<file path="src/logic/exec_pkg.sv">
////////////////////////////////////////
// Shared definitions for the execute stage
// Widths and constants
// Operation encoding
// Issue, ALU flag, memory request, redirect
// and writeback structs
////////////////////////////////////////

package exec_pkg;

    ////////////////////////////////////////
    // Widths and constants
    ////////////////////////////////////////

    localparam int XLEN        = 32;
    localparam int TAG_W       = 3;
    localparam int SHAMT_W     = 5;
    localparam int BYTE_EN_W   = 4;
    localparam int LINK_OFFSET = 4;
    localparam int OP_W        = 5;

    ////////////////////////////////////////
    // Operation encoding
    ////////////////////////////////////////

    typedef enum logic [OP_W-1:0] {
        // Integer and upper immediate
        NOP, ADD, SUB, SLT, SLTU, XOR, OR, AND, SLL, SRL, SRA, LUI,
        // Jumps and conditional branches
        JAL, JALR, BEQ, BNE, BLT, BLTU, BGE, BGEU,
        // Loads and stores
        LB, LBU, LH, LHU, LW, SB, SH, SW
    } exec_op_e;

    ////////////////////////////////////////
    // Stage payloads
    ////////////////////////////////////////

    // Instruction as delivered by decode
    typedef struct packed {
        exec_op_e               operation;
        logic [XLEN-1:0]        pc;
        logic [XLEN-1:0]        operand_a;
        logic [XLEN-1:0]        operand_b;
        // Store data or branch offset
        logic [XLEN-1:0]        operand_c;
        logic [TAG_W-1:0]       tag;
    } issue_t;

    // Adder outputs and compare results from the ALU
    typedef struct packed {
        logic [XLEN-1:0]        sum;
        logic [XLEN-1:0]        sum2;
        logic                   equal;
        logic                   less_than;
        logic                   less_than_unsigned;
        logic                   greater_equal;
        logic                   greater_equal_unsigned;
    } alu_flags_t;

    // Word-aligned data memory request
    typedef struct packed {
        logic [XLEN-1:0]        address;
        logic                   read_enable;
        logic [BYTE_EN_W-1:0]   write_enable;
        logic [XLEN-1:0]        write_data;
    } mem_req_t;

    // Fetch redirect on a taken jump
    typedef struct packed {
        logic                   jump;
        logic [XLEN-1:0]        target;
    } redirect_t;

    // Registered result towards retire
    typedef struct packed {
        logic                   write_enable;
        exec_op_e               operation;
        logic [XLEN-1:0]        result;
    } writeback_t;

endpackage

</file>
<file path="src/logic/alu.sv">
////////////////////////////////////////
// Integer ALU of the execute stage
// Main and second adder, logic and shifts
// Signed and unsigned compares
// Result select and writeback register
////////////////////////////////////////

`timescale 1ns/1ps

module alu
    import exec_pkg::*;
(
    input  logic        clk,
    input  logic        reset,
    input  logic        stall_i,
    input  issue_t      issue_i,
    input  logic        killed_i,
    output alu_flags_t  flags_o,
    output writeback_t  writeback_o
);

    logic signed [XLEN-1:0] a_signed;
    logic signed [XLEN-1:0] b_signed;
    logic [SHAMT_W-1:0]     shamt;

    logic [XLEN-1:0]        sum2_a;
    logic [XLEN-1:0]        sum2_b;
    logic [XLEN-1:0]        sum;
    logic [XLEN-1:0]        sum2;
    logic [XLEN-1:0]        and_res;
    logic [XLEN-1:0]        or_res;
    logic [XLEN-1:0]        xor_res;
    logic [XLEN-1:0]        sll_res;
    logic [XLEN-1:0]        srl_res;
    logic [XLEN-1:0]        sra_res;

    logic [XLEN-1:0]        result;
    logic                   write_enable;

    logic                   wb_enable_q;
    exec_op_e               wb_op_q;
    logic [XLEN-1:0]        wb_result_q;

    assign a_signed = issue_i.operand_a;
    assign b_signed = issue_i.operand_b;
    assign shamt    = issue_i.operand_b[SHAMT_W-1:0];

    ////////////////////////////////////////
    // Adders
    ////////////////////////////////////////

    // SUB runs on the second adder so the first one stays a plain a+b
    always_comb begin
        sum2_a = (issue_i.operation == SUB) ? issue_i.operand_a : issue_i.pc;
        unique case (issue_i.operation)
            SUB:       sum2_b = -issue_i.operand_b;
            JAL, JALR: sum2_b = XLEN'(LINK_OFFSET);
            default:   sum2_b = issue_i.operand_c;
        endcase
    end

    assign sum  = issue_i.operand_a + issue_i.operand_b;
    assign sum2 = sum2_a + sum2_b;

    ////////////////////////////////////////
    // Logic, shifts and compares
    ////////////////////////////////////////

    assign and_res = issue_i.operand_a & issue_i.operand_b;
    assign or_res  = issue_i.operand_a | issue_i.operand_b;
    assign xor_res = issue_i.operand_a ^ issue_i.operand_b;
    assign sll_res = issue_i.operand_a << shamt;
    assign srl_res = issue_i.operand_a >> shamt;
    assign sra_res = a_signed >>> shamt;

    assign flags_o.sum                    = sum;
    assign flags_o.sum2                   = sum2;
    assign flags_o.equal                  = issue_i.operand_a == issue_i.operand_b;
    assign flags_o.less_than              = a_signed < b_signed;
    assign flags_o.less_than_unsigned     = issue_i.operand_a < issue_i.operand_b;
    assign flags_o.greater_equal          = a_signed >= b_signed;
    assign flags_o.greater_equal_unsigned = issue_i.operand_a >= issue_i.operand_b;

    ////////////////////////////////////////
    // Result select
    ////////////////////////////////////////

    always_comb begin
        unique case (issue_i.operation)
            JAL, JALR, SUB: result = sum2;
            SLT:            result = {{(XLEN-1){1'b0}}, flags_o.less_than};
            SLTU:           result = {{(XLEN-1){1'b0}}, flags_o.less_than_unsigned};
            XOR:            result = xor_res;
            OR:             result = or_res;
            AND:            result = and_res;
            SLL:            result = sll_res;
            SRL:            result = srl_res;
            SRA:            result = sra_res;
            LUI:            result = issue_i.operand_b;
            default:        result = sum;
        endcase
    end

    // Stores and branches never write the register file
    always_comb begin
        unique case (issue_i.operation)
            SB, SH, SW,
            BEQ, BNE, BLT, BLTU, BGE, BGEU: write_enable = 1'b0;
            default:                        write_enable = !killed_i;
        endcase
    end

    ////////////////////////////////////////
    // Writeback register
    ////////////////////////////////////////

    always_ff @(posedge clk) begin
        if (reset) begin
            wb_enable_q <= 1'b0;
            wb_op_q     <= NOP;
        end else if (!stall_i) begin
            wb_enable_q <= write_enable;
            wb_op_q     <= issue_i.operation;
        end
    end

    always_ff @(posedge clk) begin
        if (!stall_i) begin
            wb_result_q <= result;
        end
    end

    assign writeback_o.write_enable = wb_enable_q;
    assign writeback_o.operation    = wb_op_q;
    assign writeback_o.result       = wb_result_q;

endmodule

</file>
<file path="src/logic/branch_unit.sv">
////////////////////////////////////////
// Branch and tag unit of the execute stage
// Path tag register and kill detection
// Branch condition and jump target
////////////////////////////////////////

`timescale 1ns/1ps

module branch_unit
    import exec_pkg::*;
(
    input  logic        clk,
    input  logic        reset,
    input  logic        stall_i,
    input  issue_t      issue_i,
    input  alu_flags_t  flags_i,
    output logic        killed_o,
    output redirect_t   redirect_o
);

    logic [TAG_W-1:0]   curr_tag;
    logic               killed;
    logic               condition;
    logic               jump;
    logic [XLEN-1:0]    target;

    ////////////////////////////////////////
    // Kill detection
    ////////////////////////////////////////

    // An instruction fetched before the last taken jump still carries
    // the old tag and must not take effect
    assign killed   = curr_tag != issue_i.tag;
    assign killed_o = killed;

    ////////////////////////////////////////
    // Branch decision
    ////////////////////////////////////////

    always_comb begin
        unique case (issue_i.operation)
            BEQ:       condition = flags_i.equal;
            BNE:       condition = !flags_i.equal;
            BLT:       condition = flags_i.less_than;
            BLTU:      condition = flags_i.less_than_unsigned;
            BGE:       condition = flags_i.greater_equal;
            BGEU:      condition = flags_i.greater_equal_unsigned;
            JAL, JALR: condition = 1'b1;
            default:   condition = 1'b0;
        endcase
    end

    assign jump = condition && !killed;

    // Jumps use the main adder, branches use pc plus offset
    always_comb begin
        unique case (issue_i.operation)
            JALR:    target = {flags_i.sum[XLEN-1:1], 1'b0};
            JAL:     target = flags_i.sum;
            default: target = flags_i.sum2;
        endcase
    end

    assign redirect_o.jump   = jump;
    assign redirect_o.target = target;

    ////////////////////////////////////////
    // Path tag
    ////////////////////////////////////////

    // Wraps around, fetch tags its new path with the same count
    always_ff @(posedge clk) begin
        if (reset) begin
            curr_tag <= '0;
        end else if (jump && !stall_i) begin
            curr_tag <= curr_tag + 1'b1;
        end
    end

endmodule

</file>
<file path="src/logic/mem_request.sv">
////////////////////////////////////////
// Load/store request generation
// Aligned address and read enable
// Byte lanes and replicated store data
////////////////////////////////////////

`timescale 1ns/1ps

module mem_request
    import exec_pkg::*;
(
    input  issue_t      issue_i,
    input  logic        killed_i,
    output mem_req_t    mem_req_o
);

    logic [XLEN-1:0]        eff_addr;
    logic                   is_load;
    logic [BYTE_EN_W-1:0]   lanes;
    logic [XLEN-1:0]        store_data;

    ////////////////////////////////////////
    // Address and read enable
    ////////////////////////////////////////

    // Base plus offset, the bus always sees a word address
    assign eff_addr = issue_i.operand_a + issue_i.operand_b;

    assign is_load = issue_i.operation inside {LB, LBU, LH, LHU, LW};

    ////////////////////////////////////////
    // Byte lanes and store data
    ////////////////////////////////////////

    always_comb begin
        unique case (issue_i.operation)
            // One lane picked by the byte offset
            SB:      lanes = BYTE_EN_W'(1) << eff_addr[1:0];
            // Upper or lower half word
            SH:      lanes = eff_addr[1] ? 4'b1100 : 4'b0011;
            SW:      lanes = '1;
            default: lanes = '0;
        endcase
    end

    // Data is replicated so every enabled lane sees the right bytes
    always_comb begin
        unique case (issue_i.operation)
            SB:      store_data = {BYTE_EN_W{issue_i.operand_c[7:0]}};
            SH:      store_data = {(BYTE_EN_W/2){issue_i.operand_c[15:0]}};
            default: store_data = issue_i.operand_c;
        endcase
    end

    ////////////////////////////////////////
    // Request output
    ////////////////////////////////////////

    // Stale path instructions never reach memory
    assign mem_req_o.address      = {eff_addr[XLEN-1:2], 2'b00};
    assign mem_req_o.read_enable  = is_load && !killed_i;
    assign mem_req_o.write_enable = killed_i ? '0 : lanes;
    assign mem_req_o.write_data   = store_data;

endmodule

</file>
<file path="src/logic/execute.sv">
////////////////////////////////////////
// Execute stage top level
// ALU with writeback register
// Branch and tag unit
// Memory request unit
////////////////////////////////////////

`timescale 1ns/1ps

module execute
    import exec_pkg::*;
(
    input  logic        clk,
    input  logic        reset,
    input  logic        stall_i,
    input  issue_t      issue_i,
    output logic        killed_o,
    output redirect_t   redirect_o,
    output mem_req_t    mem_req_o,
    output writeback_t  writeback_o
);

    // Adder and compare results shared with the branch unit
    alu_flags_t flags;
    // Tag mismatch seen by all three units
    logic       killed;

    ////////////////////////////////////////
    // Units
    ////////////////////////////////////////

    alu alu_i (
        .clk         (clk),
        .reset       (reset),
        .stall_i     (stall_i),
        .issue_i     (issue_i),
        .killed_i    (killed),
        .flags_o     (flags),
        .writeback_o (writeback_o)
    );

    branch_unit branch_unit_i (
        .clk         (clk),
        .reset       (reset),
        .stall_i     (stall_i),
        .issue_i     (issue_i),
        .flags_i     (flags),
        .killed_o    (killed),
        .redirect_o  (redirect_o)
    );

    mem_request mem_request_i (
        .issue_i     (issue_i),
        .killed_i    (killed),
        .mem_req_o   (mem_req_o)
    );

    assign killed_o = killed;

endmodule

</file>
<file path="config.mk">
export PLATFORM = sky130hd
export DESIGN_NAME = execute
export DESIGN_NICKNAME = d
export VERILOG_FILES = /design/src/logic/exec_pkg.sv /design/src/logic/alu.sv /design/src/logic/branch_unit.sv /design/src/logic/mem_request.sv /design/src/logic/execute.sv
export SDC_FILE = /design/constraint.sdc
export NUM_CORES = 1
export LEC_CHECK = 0
export BUFFER_PORTS_ARGS = -buffer_cell sky130_fd_sc_hd__buf_2
export CORE_MARGIN = 2
export CORE_UTILIZATION = 46
export CTS_CLUSTER_DIAMETER = 100
export CTS_CLUSTER_SIZE = 16
export DETAILED_ROUTE_END_ITERATION = 10
export PLACE_DENSITY = 0.64
export SLEW_MARGIN = 20
export SYNTH_ARGS = -nofsm -noshare
export SYNTH_HDL_FRONTEND = slang
export SYNTH_HIERARCHICAL = 1
export SYNTH_SLANG_ARGS = --single-unit
</file>
<file path="constraint.sdc">
create_clock -name clk -period 6.3 [get_ports clk]
set_input_delay 0.315 -clock clk [delete_from_list [all_inputs] [get_ports clk]]
set_output_delay 0.315 -clock clk [all_outputs]
set_load 0.01 [all_outputs]
</file>
* After elaboration in Yosys (flattened, before gate mapping) *
Index checks and enable logic that the tools add are counted.

word-level totals
  register bits after elaboration = 41
  bits of input ports = 139
  logic and storage cells = 67

cells by class
  add/sub/neg operators = 4
  magnitude comparators = 4
  equal/unequal tests = 28
  shifts and indexed selects = 4
  mux-type cells = 10
  bitwise logic cells = 3
  reduce and logical (&&, ||, !) cells = 10

operators by type and width
  cell                                                                    count
  32-bit one-hot mux with 10 select lines                                 1
  32-bit one-hot mux with 2 select lines                                  3
  32-bit adder                                                            2
  32-bit >= comparator                                                    2
  32-bit < comparator                                                     2
  5-bit equality test (second input constant)                             12
  5-bit by 4-bit equality test with 1-bit output (second input constant)  8
  32-bit AND                                                              1
  32-bit equality test                                                    1
  32-bit two-way mux                                                      1
  32-bit negation                                                         1
  32-bit bitwise OR                                                       1
  32-bit by 5-bit << shifter with 32-bit output                           1
  32-bit by 5-bit >> shifter with 32-bit output                           1
  32-bit by 5-bit >>> shifter with 32-bit output                          1
  32-bit XOR                                                              1
  5-bit by 3-bit equality test with 1-bit output (second input constant)  4
  4-bit one-hot mux with 3 select lines                                   1
  5-bit by 2-bit equality test with 1-bit output (second input constant)  2
  9-bit OR reduction                                                      1
  4-bit two-way mux                                                       2
  1-bit one-hot mux with 7 select lines                                   1
  5-bit nonzero test                                                      1
  1-bit by 2-bit << shifter with 4-bit output (first input constant)      1
  other kinds (7)                                                         11

* Depth between registers and ports, before layout *
Gate-level depths: netlist (run 1).

  depth after elaboration = 5
  depth in mapped cells = 22
  mapped depth without buffers = 19

* By module *
Netlist (run 1), hierarchy kept.

modules (own cells, without submodules)
  module       times used  cells each  area each (µm²)  seq. area each (µm²)
  alu          1           1683        11984.0          1081.0
  mem_request  1           320         2294.7           0.0
  branch_unit  1           66          676.9            60.1

* Worst setup path before layout (run 1) *
Ideal clock, no wire load.

  path kind = input port to output port
  start = input port issue_i[35] (netlist bit)
  end = output port redirect_o[31] (netlist bit)
  data arrival time = 4.247 ns
  slack = 1.738 ns
  stages = 21
  cell sequence = buf_2 -> buf_4 -> inv_1 -> buf_1 -> ha_1 -> nand4_1 -> nor2_1 -> nand3_1 -> nor2_1 -> xnor2_1 -> o21ai_0 -> ha_1 -> clkbuf_1 -> nand4_1 -> nor2_1 -> inv_1 -> o31a_1 -> o21a_1 -> o21ai_0 -> xnor2_1 -> mux2_2

RTL lines
  item                line           RTL
  start: declaration  execute.sv:16  input issue_t issue_i,
  end: declaration    execute.sv:18  output redirect_t redirect_o,

==> results of run 1 <==
worst max-delay path by stage:
stage / start / to / slack [ns] / cells past startpoint
2_1_floorplan: issue_i[35] / redirect_o[31] / 1.74 / 21
5_1_grt: issue_i[35] / redirect_o[22] / 0.31 / 18
6_report: issue_i[35] / redirect_o[24] / 0.60 / 18
3_5_place_dp: issue_i[35] / redirect_o[24] / 0.72 / 18
4_1_cts: issue_i[35] / redirect_o[24] / 0.72 / 18
3_3_place_gp: issue_i[35] / redirect_o[24] / 0.81 / 18
sequential cells by signal, summed over array words and instances (netlist names):
| name | cells |
|---|---|
| branch_unit_i/curr_tag | 3 |
| alu_i/wb_op_q | 5 |
| alu_i/wb_enable_q | 1 |
| alu_i/wb_result_q | 32 |
layout by cell type (no fill, tap or decap), types with 12 or more instances in the layout:
master      n
mux4_2     47
mux2_2     57
buf_4      30
a21oi_1   160
edfxtp_1   32
nor2_1    231
a22oi_1    26
o21ai_0   172
o211ai_1   20
inv_1     108
a221oi_1   22
xor2_1     28
nand2_1   225
mux2i_1    53
nor2b_1    22
a21o_1     38
nand3_1    37
nor3_1     42
a31oi_1    17
o21a_1     14
a211o_1    12
o21bai_1   23
a211oi_1   17
nand2b_1   12
nand4_1    24
nor4_1     16
ha_1      161
o31ai_1    13
xnor2_1    91
buf_2     275
worst register-to-register path, cell delays in order, from the launching register on:
cell      delay (ns)
dfxtp_1         0.39
xnor2_1         0.14
nand3_1         0.32
a211oi_2        0.34
mux2_1          0.36
power groups by stage:
stage          Sequential [mW]  Combinational, mW  Clock (mW)
2_1_floorplan            0.371               1.06           0
3_3_place_gp             0.351               1.68           0
3_5_place_dp             0.353               1.68           0
4_1_cts                  0.347               1.69       0.316
5_1_grt                  0.350               1.85       0.323
6_report                 0.347               1.73       0.311
area by class of cell:
type                       instances  area share (%)
multi-input combinational       1763            76.7
timing repair buffer             305            9.64
sequential                        41            6.87
tap                              442            3.33
inverter                         110            2.49
clock buffer                       8            1.01
per-layer routing:
metal  global-route usage, %  vias up  share of wire [%]
met5                       0        -                  0
met4                    16.8        0                4.2
met3                    7.07      141                 11
met2                    63.6     1075                 44
met1                    56.6     8331                 41
li1                        -     7895                  -
cells by family (layout without fill, tap and decap cells):
family                     after synthesis  count (layout)
AOI/OAI and AO/OA                      645             645
xor gates and xnor gates               119             119
adders and majority gates              164             164
buffers and inverters                  266             423
DFF                                     41              41
muxes                                  159             159
other                                    1               2
and+or+nand+nor                        674             674
per-stage QoR:
step | std cells | power, mW
6_report | 2669 | 2.39
4_1_cts | 2669 | 2.35
3_5_place_dp | 2661 | 2.03
3_3_place_gp | 2661 | 2.03
5_1_grt | 2669 | 2.52
2_1_floorplan | 2070 | 1.43
==> impl_metrics.csv, run 1 <==
group,metric,value,unit
yosys,synth_ff_type,"edfxtp_1",
cells_and_area,finish.utilization,51.4,%
clock_tree,post-cts-setup-buffers,0,
setup_path,path_max_fanout,17,
hold_path,hold_end,"alu_i/wb_op_q[2]",
sta,finalMaxSlewViolations,0,
floorplanning,dieArea,0.0340,mm²
clock_tree,cts_tree,"built",
sta,relSlewSlack,28.8,%
clock_tree,cts_made_buffers,5,
yosys,ys_warn_count,6,
hold_path,hold_depth,2,
place,port_buffers,277,
power_and_ir_drop,p_leak,7.39,nW
clock_tree,cts_resized,0,
global_routing,antenna_found_initial,1,
power_and_ir_drop,swShare,51.2,%
cells_and_area,fin_nets,2529,
routing,drtPass1Iterations,7,
yosys,synth_mux_area_share,15.1,%
yosys,netlist_instances,2069,
yosys,synth_edf_count,32,
run,drv_cap,0,
yosys,synth_compound_area_share,28.2,%
yosys,yosysTopAreaCell,"ha_1",
cells_and_area,finish.instance_area,0.0166,mm²
floorplanning,coreArea,0.0323,mm²
cells_and_area,syn2layout_area_growth,11.0,%
setup_path,path_cells,"buf_4 > inv_1 > ha_1 > nand4_1 > nor2_1 > nand3_1 > nor4_1 > xnor2_1 > o21ai_0 > ha_1 > nand2_1 > a2111oi_0 > o21ai_0 > a21oi_1 > a31oi_1 > xnor2_1 > mux2_2 > buf_2",
clock_tree,clockRootBuffer,"clkbuf_16",
floorplanning,die_y,184,µm
routing,via_count,17400,
floorplanning,start_util,46.3,%
yosys,synth-seq-cells,41,
setup_path,endpoint_kind,"output port",
clock_tree,cts_max_level,2,
power_and_ir_drop,p_clk_share,13.0,%
clock_tree,path_clk_slew,0.06,ns
setup_path,reg2reg_slack,4.64,ns
cells_and_area,insertedDiodeCount,0,
place,placed_area,0.0164,mm²
hold_path,hold_start,"reset",
setup_path,startpoint_type,"primary input",
setup_path,critPathKind,"primary input to output port",
sta,timing.fmax,176,MHz
sta,finalHoldViolCount,0,
outcome,status,"finished clean",
yosys,synth_area_leaders,"ha_1 13%, mux4_2 7.1%, edfxtp_1 6.4%, nor2_1 5.8%, o21ai_0 5.8%",
clock_tree,cts_hold_buf,0,
yosys,post-synth-top-count-cell,"nor2_1",
yosys,synth.avg_cell_area,7.23,µm²
clock_tree,clk_path_buf_depth,2,
place,dp.final_hpwl,57100,µm
setup_path,worstPathArrival,5.38,ns
global_routing,grt_first_pass_wirelength,104000,µm
sta,rsz0062_at_grt,"false",
global_routing,grt_pass1_vias,15800,
setup_path,slowest_stage,"inv_1",
global_routing,grt_overflow,0,
setup_path,crit_buf_inv,3,
power_and_ir_drop,ir_drop,0.107,mV
floorplanning,die_x,184,µm
floorplanning,io_pins,280,
hold_path,min-delay-path-class,"primary input to register",
setup_path,r2r_start,"branch_unit_i/curr_tag[0]",
global_routing,grt_start_max_net_pins,74,
yosys,synth-xor-area-share,6.97,%
setup_path,r2r_end,"branch_unit_i/curr_tag[0]",
global_routing,grtUsageTotal,41.1,%
setup_path,cp_top_family,"simple AND/OR/NAND/NOR gates",
setup_path,cp_data_required_time,5.98,ns
yosys,syn_area,0.0150,mm²
sta,post-route-period-util,90.4,%
yosys,synth_top_family_by_area,"compound AO/OA/AOI/OAI gates",
cells_and_area,register_area,0.00114,mm²
routing,wl_per_cell,26.8,µm
sta,fin_ws,0.602,ns
yosys,ys_async_sr_fraction,0,%
yosys,yosys.area.top_type_share,13.5,%
sta,fin_setup_tns,0,ns
place,gp_congestion,1.02,
sta,worst_pin_slew,1.07,ns
yosys,synth_cell_type_count,99,
routing,drt_wl_total,71500,µm
yosys,seq_area_frac_synth,7.63,%
routing,ant_nets,0,
setup_path,cp_slowest_stage_delay,0.56,ns
sta,hold_ws,0.318,ns
cells_and_area,fill_cells,3306,
cells_and_area,final_layout_size_suffix_gt1_share,20.3,%
power_and_ir_drop,p_sw,1.23,mW
clock_tree,clock_latency,0.31,ns
power_and_ir_drop,powerDensity,144,mW/mm²
yosys,synthSimpleGateAreaFrac,20.8,%
cells_and_area,multi_input_area,0.0127,mm²
power_and_ir_drop,pwr-share-seq,14.5,%
power_and_ir_drop,combPwrFrac,72.5,%
clock_tree,numClockSinks,41,
setup_path,reg2regPathDepth,4,
sta,finalSetupViolCount,0,
yosys,ys_top_cells_by_count,"233 x nor2_1, 226 x nand2_1, 173 x o21ai_0",
yosys,synth_fa_ha_area_share,13.9,%
routing,drtIter0Drc,2187,
floorplanning,rows,66,
place,dp_slack,0.721,ns
sta,final.setup_skew,0.000918,ns
routing,vias_per_cell,6.54,
power_and_ir_drop,p_int,1.17,mW
routing,route.detailed.drc,0,
sta,finalCriticalPeriod,5.70,ns
(Power assumes the default switching activity.)
==> run 2: changes to the inputs <==
--- a/config.mk
+++ b/config.mk
@@ -6,7 +6,7 @@
 export NUM_CORES = 1
 export LEC_CHECK = 0
 export BUFFER_PORTS_ARGS = -buffer_cell sky130_fd_sc_hd__buf_2
-export CORE_MARGIN = 2
+export CORE_MARGIN = 1
 export CORE_UTILIZATION = 46
 export CTS_CLUSTER_DIAMETER = 100
 export CTS_CLUSTER_SIZE = 16
==> impl_metrics.csv, run 2 (synthesized netlist as in run 1, its figures left out) <==
group,metric,value,unit
place,dp_slack,0.979,ns
cells_and_area,largest_register_ffs,32,
hold_path,min-delay-path-class,"primary input to register",
floorplanning,coreArea,0.0318,mm²
routing,wl_per_cell,26.3,µm
clock_tree,cts_tree,"built",
clock_tree,clk_path_buf_depth,2,
setup_path,startpoint_type,"primary input",
sta,post-route-period-util,85.5,%
global_routing,grtUsageTotal,40.9,%
setup_path,reg2reg_slack,4.68,ns
setup_path,path_max_fanout,7,
routing,drtPass1Iterations,6,
sta,relSlewSlack,25.6,%
clock_tree,cts_resized,0,
setup_path,r2r_start,"branch_unit_i/curr_tag[0]",
sta,rsz0062_at_grt,"false",
cells_and_area,fin_nets,2535,
clock_tree,clockRootBuffer,"clkbuf_16",
run,drv_cap,0,
clock_tree,cts_made_buffers,5,
cells_and_area,final_cell_mix,"275 x buf_2, 231 x nor2_1, 225 x nand2_1",
global_routing,antenna_found_initial,2,
sta,finalSetupViolCount,0,
global_routing,grt_first_pass_wirelength,102000,µm
setup_path,slowest_stage,"ha_1",
global_routing,grt_pass1_vias,15800,
clock_tree,numClockSinks,41,
routing,drtIter0Drc,2146,
setup_path,cp_slowest_stage_delay,0.41,ns
setup_path,cp_top_family,"compound AO/OA/AOI/OAI gates",
clock_tree,cts_max_level,2,
global_routing,grt_start_max_net_pins,74,
sta,finalCriticalPeriod,5.38,ns
setup_path,cp_common_cell,"o21ai_0",
cells_and_area,stdcell_count,2668,
place,placed_area,0.0165,mm²
floorplanning,io_pins,280,
floorplanning,die_x,182,µm
setup_path,worstPathArrival,5.07,ns
setup_path,cp_data_required_time,5.98,ns
setup_path,endpoint_kind,"output port",
cells_and_area,insertedDiodeCount,0,
floorplanning,rows,65,
cells_and_area,final_layout_size_suffix_gt1_share,20.6,%
setup_path,path_cells,"buf_4 > inv_1 > ha_1 > nand4_1 > nor2_1 > nand3_1 > nor3_1 > xnor2_1 > o21ai_0 > ha_1 > a21oi_1 > nor2b_1 > o21ai_0 > o211a_1 > o31a_1 > o21a_1 > o21ai_0 > xnor2_1 > mux2_2 > buf_2",
sta,final.setup_skew,0.000376,ns
routing,wl_met1,29700,µm
power_and_ir_drop,powerDensity,144,mW/mm²
power_and_ir_drop,ir_drop,0.0891,mV
routing,route.detailed.drc,0,
sta,fin_ws,0.915,ns
clock_tree,path_clk_slew,0.07,ns
place,gp_congestion,1.03,
sta,finalHoldViolCount,0,
cells_and_area,syn2layout_area_growth,11.2,%
place,dp.final_hpwl,55700,µm
setup_path,reg2regPathDepth,4,
place,port_buffers,277,
global_routing,grt_overflow,0,
clock_tree,clock_latency,0.32,ns
routing,drt_wl_total,70100,µm
routing,ant_nets,0,
cells_and_area,layout_commonest_cell,"buf_2",
sta,fin_setup_tns,0,ns
sta,worst_pin_slew,1.11,ns
routing,vias_per_cell,6.60,
sta,hold_ws,0.310,ns
routing,via_count,17600,
sta,timing.fmax,186,MHz
floorplanning,start_util,47.0,%
outcome,status,"finished clean",
routing,wl_met2,30300,µm
hold_path,hold_depth,2,
power_and_ir_drop,power.total,2.39,mW
sta,finalMaxSlewViolations,0,
cells_and_area,reg_top3,"alu_i/wb_result_q (32), alu_i/wb_op_q (5), branch_unit_i/curr_tag (3)",
hold_path,hold_end,"alu_i/wb_op_q[4]",
routing,routed.top_layer,"met4",
cells_and_area,largest_register,"alu_i/wb_result_q",
place,placedCellCount,2660,
clock_tree,post-cts-setup-buffers,0,
clock_tree,cts_hold_buf,0,
setup_path,r2r_end,"branch_unit_i/curr_tag[0]",
cells_and_area,finish.utilization,52.3,%
power_and_ir_drop,p_leak,7.41,nW
setup_path,critPathKind,"primary input to output port",
cells_and_area,finish.instance_area,0.0166,mm²
routing,wl_met3,7530,µm
setup_path,crit_buf_inv,3,
hold_path,hold_start,"reset",
floorplanning,die_y,182,µm
floorplanning,dieArea,0.0332,mm²
run 2: worst max-delay path by stage:
stage / start / endpoint / slack, ns / depth (start not counted)
finish: issue_i[36] / redirect_o[31] / 0.92 / 20
global route: issue_i[36] / redirect_o[24] / 0.58 / 18
CTS: issue_i[36] / redirect_o[24] / 0.99 / 18
detailed placement: issue_i[36] / redirect_o[24] / 0.98 / 18
global placement: issue_i[36] / redirect_o[24] / 0.98 / 18
floorplan: issue_i[35] / redirect_o[31] / 1.74 / 21
run 2: area by class of cell:
class | instances | area [µm²]
Multi-Input combinational cell | 1763 | 12700
Timing Repair Buffer | 311 | 1650
Tap cell | 435 | 544
Clock inverter | 2 | 15.0
Fill cell | 3279 | 15200
Inverter | 110 | 413
Clock buffer | 6 | 150
Sequential cell | 41 | 1140
run 2: power by group:
group	switching, mW	internal, mW	leakage (nW)
Clock	0.140	0.173	0.0825
Combinational	1.08	0.649	6.94
Sequential	0.00894	0.336	0.386
run 2: per-layer routing:
| layer | GRT usage, % | vias up |
|---|---|---|
| li1 | - | 7915 |
| met1 | 56.9 | 8420 |
| met2 | 63.8 | 1145 |
| met3 | 6.65 | 138 |
| met4 | 14.1 | 0 |
| met5 | 0 | - |
